`src/rv_core_params.svh`:
```
`ifndef RV_CORE_PARAMS_SVH
`define RV_CORE_PARAMS_SVH

`define RV_XLEN      32
`define RV_REGS      32
`define RV_REG_BITS  5
`define RV_RESET_PC  32'h0000_0000

// Major opcodes kept by this core.
`define RV_OP_IMM    7'b0010011
`define RV_OP_REG    7'b0110011
`define RV_OP_LUI    7'b0110111

`define RV_F3_ADD    3'b000
`define RV_F3_XOR    3'b100
`define RV_F3_OR     3'b110
`define RV_F3_AND    3'b111
`define RV_F7_SUB    7'b0100000

`endif

```
`src/rv_core_pkg.sv`:
```
`include "rv_core_params.svh"

package rv_core_pkg;

    typedef struct packed {
        logic [6:0]              funct7;
        logic [`RV_REG_BITS-1:0] rs2;
        logic [`RV_REG_BITS-1:0] rs1;
        logic [2:0]              funct3;
        logic [`RV_REG_BITS-1:0] rd;
        logic [6:0]              opcode;
    } r_type_t;

    typedef struct packed {
        logic [11:0]             imm12;
        logic [`RV_REG_BITS-1:0] rs1;
        logic [2:0]              funct3;
        logic [`RV_REG_BITS-1:0] rd;
        logic [6:0]              opcode;
    } i_type_t;

    // One instruction word, seen either as R-type or as I-type.
    typedef union packed {
        r_type_t r_type;
        i_type_t i_type;
    } inst_t;

    typedef enum logic [2:0] {
        alu_add,
        alu_sub,
        alu_xor,
        alu_or,
        alu_and,
        alu_pass_b
    } alu_op_t;

    typedef struct packed {
        logic                valid;
        logic [`RV_XLEN-1:0] pc;
        inst_t               inst;
    } fetch_t;

    typedef struct packed {
        logic                    valid;
        logic [`RV_XLEN-1:0]     pc;
        logic [`RV_REG_BITS-1:0] rd;
        alu_op_t                 alu_op;
        logic [`RV_XLEN-1:0]     operand_a;
        logic [`RV_XLEN-1:0]     operand_b;
    } issue_t;

    typedef struct packed {
        logic                    valid;
        logic [`RV_XLEN-1:0]     pc;
        logic [`RV_REG_BITS-1:0] rd;
        logic [`RV_XLEN-1:0]     value;
    } result_t;

endpackage

```
`src/rv_fetch.sv`:
```
`include "rv_core_params.svh"

module rv_fetch (
    input  logic                clock,
    input  logic                reset,
    input  logic                stall,
    input  logic                imem_ack,
    input  logic [`RV_XLEN-1:0] imem_data,
    output logic                imem_req,
    output logic [`RV_XLEN-1:0] imem_addr,
    output rv_core_pkg::fetch_t fetch
);
    import rv_core_pkg::*;

    typedef enum logic {
        fetch_wait,
        fetch_req
    } fetch_state_t;

    fetch_state_t        state;
    logic [`RV_XLEN-1:0] pc;
    logic                held_valid;
    logic [`RV_XLEN-1:0] held_pc;
    inst_t               held_inst;
    logic                slot_free;
    logic                capture;

    // The holding slot frees up in the same cycle that decode takes its word.
    assign slot_free = !held_valid || !stall;
    assign capture   = (state == fetch_req) && imem_ack && slot_free;

    assign imem_req  = (state == fetch_req);
    assign imem_addr = pc;

    always_ff @(posedge clock or posedge reset) begin
        if (reset) begin
            state      <= fetch_wait;
            pc         <= `RV_RESET_PC;
            held_valid <= 1'b0;
        end else begin
            case (state)
                // A new request waits until memory has dropped the last ack.
                fetch_wait: if (!imem_ack) state <= fetch_req;
                fetch_req:  if (capture) state <= fetch_wait;
                default:    state <= fetch_wait;
            endcase
            if (capture) begin
                pc         <= pc + `RV_XLEN'(4);
                held_valid <= 1'b1;
            end else if (!stall) begin
                held_valid <= 1'b0;
            end
        end
    end

    always_ff @(posedge clock) begin
        if (capture) begin
            held_pc   <= pc;
            held_inst <= imem_data;
        end
    end

    always_comb begin
        fetch.valid = held_valid;
        fetch.pc    = held_pc;
        fetch.inst  = held_inst;
    end

    // Once raised, the request is held until memory answers.
    assert property (@(posedge clock) disable iff (reset)
        (imem_req && !imem_ack) |=> imem_req)
        else $error("imem_req dropped before imem_ack rose");

endmodule

```
`src/rv_decode.sv`:
```
`include "rv_core_params.svh"

module rv_decode (
    input  rv_core_pkg::fetch_t     fetch,
    input  logic [`RV_XLEN-1:0]     rs1_data,
    input  logic [`RV_XLEN-1:0]     rs2_data,
    input  logic [`RV_REG_BITS-1:0] exe_rd,
    input  logic                    exe_valid,
    input  logic [`RV_REG_BITS-1:0] wb_rd,
    input  logic                    wb_valid,
    output logic [`RV_REG_BITS-1:0] rs1_addr,
    output logic [`RV_REG_BITS-1:0] rs2_addr,
    output logic                    stall,
    output rv_core_pkg::issue_t     issue
);
    import rv_core_pkg::*;

    inst_t               inst;
    logic [`RV_XLEN-1:0] imm_i;
    logic [`RV_XLEN-1:0] imm_u;
    logic                supported;
    logic                use_rs1;
    logic                use_rs2;
    alu_op_t             alu_op;
    logic [`RV_XLEN-1:0] operand_a;
    logic [`RV_XLEN-1:0] operand_b;
    logic                rs1_hit;
    logic                rs2_hit;

    assign inst     = fetch.inst;
    assign rs1_addr = inst.i_type.rs1;
    assign rs2_addr = inst.r_type.rs2;
    assign imm_i    = {{(`RV_XLEN-12){inst.i_type.imm12[11]}}, inst.i_type.imm12};
    // The LUI immediate occupies every bit above rd and opcode.
    assign imm_u    = {inst.r_type.funct7, inst.r_type.rs2, inst.r_type.rs1,
                       inst.r_type.funct3, 12'b0};

    always_comb begin
        supported = 1'b0;
        use_rs1   = 1'b0;
        use_rs2   = 1'b0;
        alu_op    = alu_pass_b;
        operand_a = '0;
        operand_b = '0;
        case (inst.r_type.opcode)
            `RV_OP_IMM: begin
                use_rs1   = 1'b1;
                operand_a = rs1_data;
                operand_b = imm_i;
                supported = 1'b1;
                case (inst.i_type.funct3)
                    `RV_F3_ADD: alu_op = alu_add;
                    `RV_F3_XOR: alu_op = alu_xor;
                    `RV_F3_OR:  alu_op = alu_or;
                    `RV_F3_AND: alu_op = alu_and;
                    default:    supported = 1'b0;
                endcase
            end
            `RV_OP_REG: begin
                use_rs1   = 1'b1;
                use_rs2   = 1'b1;
                operand_a = rs1_data;
                operand_b = rs2_data;
                supported = (inst.r_type.funct7 == 7'b0);
                case (inst.r_type.funct3)
                    `RV_F3_ADD: begin
                        if (inst.r_type.funct7 == `RV_F7_SUB) begin
                            alu_op    = alu_sub;
                            supported = 1'b1;
                        end else begin
                            alu_op = alu_add;
                        end
                    end
                    `RV_F3_XOR: alu_op = alu_xor;
                    `RV_F3_OR:  alu_op = alu_or;
                    `RV_F3_AND: alu_op = alu_and;
                    default:    supported = 1'b0;
                endcase
            end
            `RV_OP_LUI: begin
                operand_b = imm_u;
                supported = 1'b1;
            end
            default: supported = 1'b0;
        endcase
        // Anything else retires as a zero written to x0.
        if (!supported) begin
            use_rs1   = 1'b0;
            use_rs2   = 1'b0;
            alu_op    = alu_pass_b;
            operand_a = '0;
            operand_b = '0;
        end
    end

    assign rs1_hit = use_rs1 && (rs1_addr != '0) &&
                     ((exe_valid && exe_rd == rs1_addr) || (wb_valid && wb_rd == rs1_addr));
    assign rs2_hit = use_rs2 && (rs2_addr != '0) &&
                     ((exe_valid && exe_rd == rs2_addr) || (wb_valid && wb_rd == rs2_addr));
    assign stall   = fetch.valid && (rs1_hit || rs2_hit);

    always_comb begin
        issue.valid     = fetch.valid && !stall;
        issue.pc        = fetch.pc;
        issue.rd        = supported ? inst.r_type.rd : '0;
        issue.alu_op    = alu_op;
        issue.operand_a = operand_a;
        issue.operand_b = operand_b;
    end

endmodule

```
`src/rv_execute.sv`:
```
`include "rv_core_params.svh"

module rv_execute (
    input  logic                    clock,
    input  logic                    reset,
    input  rv_core_pkg::issue_t     issue,
    output logic [`RV_REG_BITS-1:0] exe_rd,
    output logic                    exe_valid,
    output rv_core_pkg::result_t    result
);
    import rv_core_pkg::*;

    issue_t              issue_q;
    logic [`RV_XLEN-1:0] alu_value;

    always_ff @(posedge clock or posedge reset) begin
        if (reset) begin
            issue_q <= '0;
        end else begin
            issue_q <= issue;
        end
    end

    always_comb begin
        case (issue_q.alu_op)
            alu_add: alu_value = issue_q.operand_a + issue_q.operand_b;
            alu_sub: alu_value = issue_q.operand_a - issue_q.operand_b;
            alu_xor: alu_value = issue_q.operand_a ^ issue_q.operand_b;
            alu_or:  alu_value = issue_q.operand_a | issue_q.operand_b;
            alu_and: alu_value = issue_q.operand_a & issue_q.operand_b;
            default: alu_value = issue_q.operand_b;
        endcase
    end

    // Decode compares its sources against this held destination.
    assign exe_rd    = issue_q.rd;
    assign exe_valid = issue_q.valid;

    always_comb begin
        result.valid = issue_q.valid;
        result.pc    = issue_q.pc;
        result.rd    = issue_q.rd;
        result.value = alu_value;
    end

endmodule

```
`src/rv_writeback.sv`:
```
`include "rv_core_params.svh"

module rv_writeback (
    input  logic                    clock,
    input  logic                    reset,
    input  rv_core_pkg::result_t    result,
    input  logic [`RV_REG_BITS-1:0] rs1_addr,
    input  logic [`RV_REG_BITS-1:0] rs2_addr,
    output logic [`RV_XLEN-1:0]     rs1_data,
    output logic [`RV_XLEN-1:0]     rs2_data,
    output logic [`RV_REG_BITS-1:0] wb_rd,
    output logic                    wb_valid,
    output rv_core_pkg::result_t    retire
);
    import rv_core_pkg::*;

    result_t             result_q;
    logic [`RV_XLEN-1:0] regs [`RV_REGS];
    logic                reg_we;

    always_ff @(posedge clock or posedge reset) begin
        if (reset) begin
            result_q <= '0;
        end else begin
            result_q <= result;
        end
    end

    // The held result reaches the register file on the edge that retires it.
    assign reg_we = result_q.valid && (result_q.rd != '0);

    always_ff @(posedge clock) begin
        if (reg_we) begin
            regs[result_q.rd] <= result_q.value;
        end
    end

    // Reads see the old value while the write is still pending, so decode
    // stalls on a match against the held rd.
    assign rs1_data = (rs1_addr == '0) ? '0 : regs[rs1_addr];
    assign rs2_data = (rs2_addr == '0) ? '0 : regs[rs2_addr];

    assign wb_rd    = result_q.rd;
    assign wb_valid = result_q.valid;
    assign retire   = result_q;

    assert property (@(posedge clock) disable iff (reset)
        regs[0] === $past(regs[0]))
        else $error("write to register x0");

endmodule

```
`src/rv_core.sv`:
```
`include "rv_core_params.svh"

module rv_core (
    input  logic                 clock,
    input  logic                 reset,
    input  logic                 imem_ack,
    input  logic [`RV_XLEN-1:0]  imem_data,
    output logic                 imem_req,
    output logic [`RV_XLEN-1:0]  imem_addr,
    output rv_core_pkg::result_t retire
);
    import rv_core_pkg::*;

    logic                    reset_meta;
    logic                    reset_sync;
    fetch_t                  fetch;
    issue_t                  issue;
    result_t                 result;
    logic                    stall;
    logic [`RV_REG_BITS-1:0] rs1_addr;
    logic [`RV_REG_BITS-1:0] rs2_addr;
    logic [`RV_XLEN-1:0]     rs1_data;
    logic [`RV_XLEN-1:0]     rs2_data;
    logic [`RV_REG_BITS-1:0] exe_rd;
    logic                    exe_valid;
    logic [`RV_REG_BITS-1:0] wb_rd;
    logic                    wb_valid;

    // Reset asserts at once and releases two clock edges after the input drops.
    always_ff @(posedge clock or posedge reset) begin
        if (reset) begin
            reset_meta <= 1'b1;
            reset_sync <= 1'b1;
        end else begin
            reset_meta <= 1'b0;
            reset_sync <= reset_meta;
        end
    end

    rv_fetch i_fetch (
        .clock     (clock),
        .reset     (reset_sync),
        .stall     (stall),
        .imem_ack  (imem_ack),
        .imem_data (imem_data),
        .imem_req  (imem_req),
        .imem_addr (imem_addr),
        .fetch     (fetch)
    );

    rv_decode i_decode (
        .fetch     (fetch),
        .rs1_data  (rs1_data),
        .rs2_data  (rs2_data),
        .exe_rd    (exe_rd),
        .exe_valid (exe_valid),
        .wb_rd     (wb_rd),
        .wb_valid  (wb_valid),
        .rs1_addr  (rs1_addr),
        .rs2_addr  (rs2_addr),
        .stall     (stall),
        .issue     (issue)
    );

    rv_execute i_execute (
        .clock     (clock),
        .reset     (reset_sync),
        .issue     (issue),
        .exe_rd    (exe_rd),
        .exe_valid (exe_valid),
        .result    (result)
    );

    rv_writeback i_writeback (
        .clock     (clock),
        .reset     (reset_sync),
        .result    (result),
        .rs1_addr  (rs1_addr),
        .rs2_addr  (rs2_addr),
        .rs1_data  (rs1_data),
        .rs2_data  (rs2_data),
        .wb_rd     (wb_rd),
        .wb_valid  (wb_valid),
        .retire    (retire)
    );

endmodule

```
`config.mk`:
```
export PLATFORM = sky130hd
export DESIGN_NAME = rv_core
export DESIGN_NICKNAME = d
export VERILOG_FILES = /design/src/rv_core_pkg.sv /design/src/rv_fetch.sv /design/src/rv_decode.sv /design/src/rv_execute.sv /design/src/rv_writeback.sv /design/src/rv_core.sv
export VERILOG_INCLUDE_DIRS = /design/src
export SDC_FILE = /design/constraint.sdc
export NUM_CORES = 2
export LEC_CHECK = 0
export BUFFER_PORTS_ARGS = -buffer_cell sky130_fd_sc_hd__buf_2
export CELL_PAD_IN_SITES_DETAIL_PLACEMENT = 2
export CELL_PAD_IN_SITES_GLOBAL_PLACEMENT = 2
export CORE_MARGIN = 2
export CORE_UTILIZATION = 40
export DETAILED_ROUTE_END_ITERATION = 16
export GPL_ROUTABILITY_DRIVEN = 0
export PLACE_DENSITY_LB_ADDON = 0.1
export SLEW_MARGIN = 20
export SYNTH_ARGS = -nofsm -noshare
export SYNTH_HDL_FRONTEND = slang
export SYNTH_HIERARCHICAL = 1
export SYNTH_SLANG_ARGS = --single-unit
```
`constraint.sdc`:
```
create_clock -name clock -period 9.4 [get_ports clock]
set_input_delay 1.41 -clock clock [delete_from_list [all_inputs] [get_ports clock]]
set_output_delay 1.41 -clock clock [all_outputs]
set_load 0.03 [all_outputs]
```
==> impl_metrics.env <==
export IMPL_cp_num_buf_inv=2
export IMPL_portBuffers=135
export IMPL_firstDrtPassIters=5
export IMPL_wl_met2_mm=113
export IMPL_grt_pass1_wl_mm=328
export IMPL_path_cells="buf_4, nor2_1, nand2_1, o21ai_0, inv_1, ha_1, nor2b_1, o2111ai_1, a31o_2, o311ai_2, a311o_1, nor3_1, a211o_1"
export IMPL_grt_max_degree=100
export IMPL_synth_edf_count=1086
export IMPL_synth_area_um2=62500
export IMPL_finalNonFillerCells=6203
export IMPL_start_kind="flip-flop"
export IMPL_peakVddDrop_v=0.000169
export IMPL_cts_htree_levels=4
export IMPL_p_sw_w=0.00301
export IMPL_routedWlPerCell_um=37.8
export IMPL_ctsHoldBuffers=0
export IMPL_ios=138
export IMPL_num_fill_cells=14500
export IMPL_grt_usage=0.292
export IMPL_post_cts_buffers=0
export IMPL_cp_max_fo=34
export IMPL_antenna_found_initial=12
export IMPL_min_path_type="reg -> async"
export IMPL_cts_buffers=148
export IMPL_drt_iter0_markers=4145
export IMPL_maxSlewHeadroom=0.117
export IMPL_total_leakage_power_nw=27.0
export IMPL_final_nets=4148
export IMPL_num_rows=145
export IMPL_multi_input_area_um2=22700
export IMPL_dp_final_hpwl_mm=140
export IMPL_cts_root_buffer="clkbuf_16"
export IMPL_ys_flop_type="edfxtp_1"
export IMPL_seqPwrFrac=0.484
export IMPL_seq_area_um2=37900
export IMPL_hold_viol=0
export IMPL_setup_ws_ns=4.59
export IMPL_pwr_share_clk=0.462
export IMPL_clk_pin_slew_ns=0.06
export IMPL_synth_top_area_frac=0.522
export IMPL_dieHeight_um=399
export IMPL_dieArea_um2=159000
export IMPL_cts_tree="done"
export IMPL_clock_latency_ns=0.81
export IMPL_routed_wl_mm=234
export IMPL_crit_family="compound AO/OA/AOI/OAI gates"
export IMPL_crit_arrival_ns=5.49
export IMPL_ant_nets=0
export IMPL_vias=39600
export IMPL_synth_area_leaders="edfxtp_1, mux4_2, dfrtp_1, mux2i_1, mux4_1"
export IMPL_grt_pass1_vias=41700
export IMPL_preCtsSetupSlack_ns=4.58
export IMPL_switching_share=0.233
export IMPL_cap_violations=0
export IMPL_drc=0
export IMPL_required_ns=10.08
export IMPL_via_per_inst=6.38
export IMPL_end_kind="flip-flop"
export IMPL_core_um2=156000
export IMPL_setup_viol=0
export IMPL_final_layout_size_suffix_gt1_frac=0.239
export IMPL_tightest_slew_ns=1.32
export IMPL_synthArstFlopShare=0.161
export IMPL_cpMaxStageDelayCell="nand2_1"
export IMPL_synth_cell_types=92
export IMPL_tns_ns=0
export IMPL_cts_resized=0
export IMPL_synth_seq_cells=1295
export IMPL_grt_setup_unrepaired="false"
export IMPL_syn_mean_instance_area_um2=15.9
export IMPL_syn_to_final_growth_pct=12.3
export IMPL_clockBufferDepth=3
export IMPL_clock_sinks=1295
export IMPL_start_util=0.401
export IMPL_dr_wl_met3_mm=15.0
export IMPL_ys_seq_area_frac=0.606
export IMPL_drv_slew=0
export IMPL_synthCells=3930
export IMPL_clock_skew_ns=0.0332
export IMPL_slowest_delay_ns=0.65
export IMPL_dp_cells=5923
export IMPL_synth_largest_area_cell="edfxtp_1"
export IMPL_fin_crit_sh=0.511
export IMPL_routed_top_layer="met5"
export IMPL_outcome="completed"
export IMPL_combPwrFrac=0.054
export IMPL_power_density_nw_per_um2=184
export IMPL_drt_met1_wl_mm=99.5
export IMPL_die_x_um=399
export IMPL_crit_type="reg -> reg"
export IMPL_overflow=0
export IMPL_yosys_top_cells_count="edfxtp_1, mux2i_1, mux4_2, dfrtp_1, nand2_1"
export IMPL_post_route_min_period_ns=4.81
export IMPL_synth_most_common_cell="edfxtp_1"
export IMPL_max_freq_ghz=0.208
export IMPL_p_int_w=0.00992
export IMPL_ys_warnings_count=6
## power by group through the flow
stage / logic, W / registers (W) / clock network, W
2_1_floorplan: 0.000420 / 0.00640 / 0
3_3_place_gp: 0.000684 / 0.00637 / 0
3_5_place_dp: 0.000691 / 0.00638 / 0
4_1_cts: 0.000694 / 0.00626 / 0.00607
5_1_grt: 0.000732 / 0.00626 / 0.00627
6_report: 0.000699 / 0.00626 / 0.00598
## cell families after synthesis
family                     count (synthesis)  share of synthesized area
DFF                                     1295                      0.606
adders and majority gates                 98                     0.0197
buffers and inverters                    461                     0.0399
and+or+nand+nor                          532                     0.0442
other                                      3                   0.000180
AOI/OAI and AO/OA                        688                     0.0809
xor gates and xnor gates                 102                     0.0143
muxes                                    751                      0.195
## cell type report
cell class / count / share of cell area
repair buffers: 271 / 0.0252
inverters: 91 / 0.00497
clock buffers: 195 / 0.0573
flip-flops and latches: 1295 / 0.539
well taps: 2058 / 0.0367
diodes: 5 / 0.000178
clock inverters: 80 / 0.0137
multi-input cells: 2208 / 0.323
## placed cells by master, fill, tap and decap left out, types with 65 or more instances in the layout
cell	instances
a211oi_1	66
a21oi_1	101
a22oi_1	83
buf_2	135
buf_4	130
clkbuf_16	150
dfrtp_1	201
edfxtp_1	1086
ha_1	97
inv_1	87
mux2_2	65
mux2i_1	333
mux4_2	305
nand2_1	171
o21ai_0	100
o221ai_1	72
xnor2_1	88
## path summary, 6_finish.rpt
kind	from	end	slack, ns	cells past startpoint
max in group asynchronous	reset_sync	i_execute/issue_q[61]	7.57	2
min reg2reg	reset_sync	i_writeback/retire[39]	0.33	1
max reg2reg	i_execute/issue_q[66]	i_writeback/retire[27]	4.59	13
min	reset_sync	i_writeback/retire[39]	0.33	1
min in group clock	i_execute/result[63]	i_writeback/retire[63]	0.35	0
max	i_execute/issue_q[66]	i_writeback/retire[27]	4.59	13
## sequential cells by signal, indices dropped and copies added (netlist names)
name,cells
reset_meta,1
i_writeback/wb_rd,5
i_execute/exe_rd,5
i_fetch/held_valid,1
i_execute/exe_valid,1
i_writeback/regs,1024
i_writeback/wb_valid,1
i_writeback/retire,64
i_fetch/held_pc,30
i_fetch/held_inst,32
i_fetch/imem_req,1
i_fetch/imem_addr,30
i_execute/result,32
i_execute/issue_q,67
reset_sync,1
## stage by stage
stage / total power [W] / util / hold WS, ns / area (um2)
after global placement: 0.00706 / 0.419 / 0.331 / 65200
after detailed placement: 0.00707 / 0.419 / 0.335 / 65200
after CTS: 0.0130 / 0.451 / 0.348 / 70200
final: 0.0129 / 0.451 / 0.329 / 70200
after global routing: 0.0133 / 0.451 / 0.352 / 70200
after floorplan: 0.00682 / - / 0.345 / 62600
## metal layers
layer | global-route usage | vias to the layer above
met2 | 0.478 | 1529
li1 | - | 15900
met4 | 0.0875 | 4
met1 | 0.403 | 21700
met5 | 0 | -
met3 | 0.0450 | 363
Note: power is estimated with default switching activity, not from simulation.
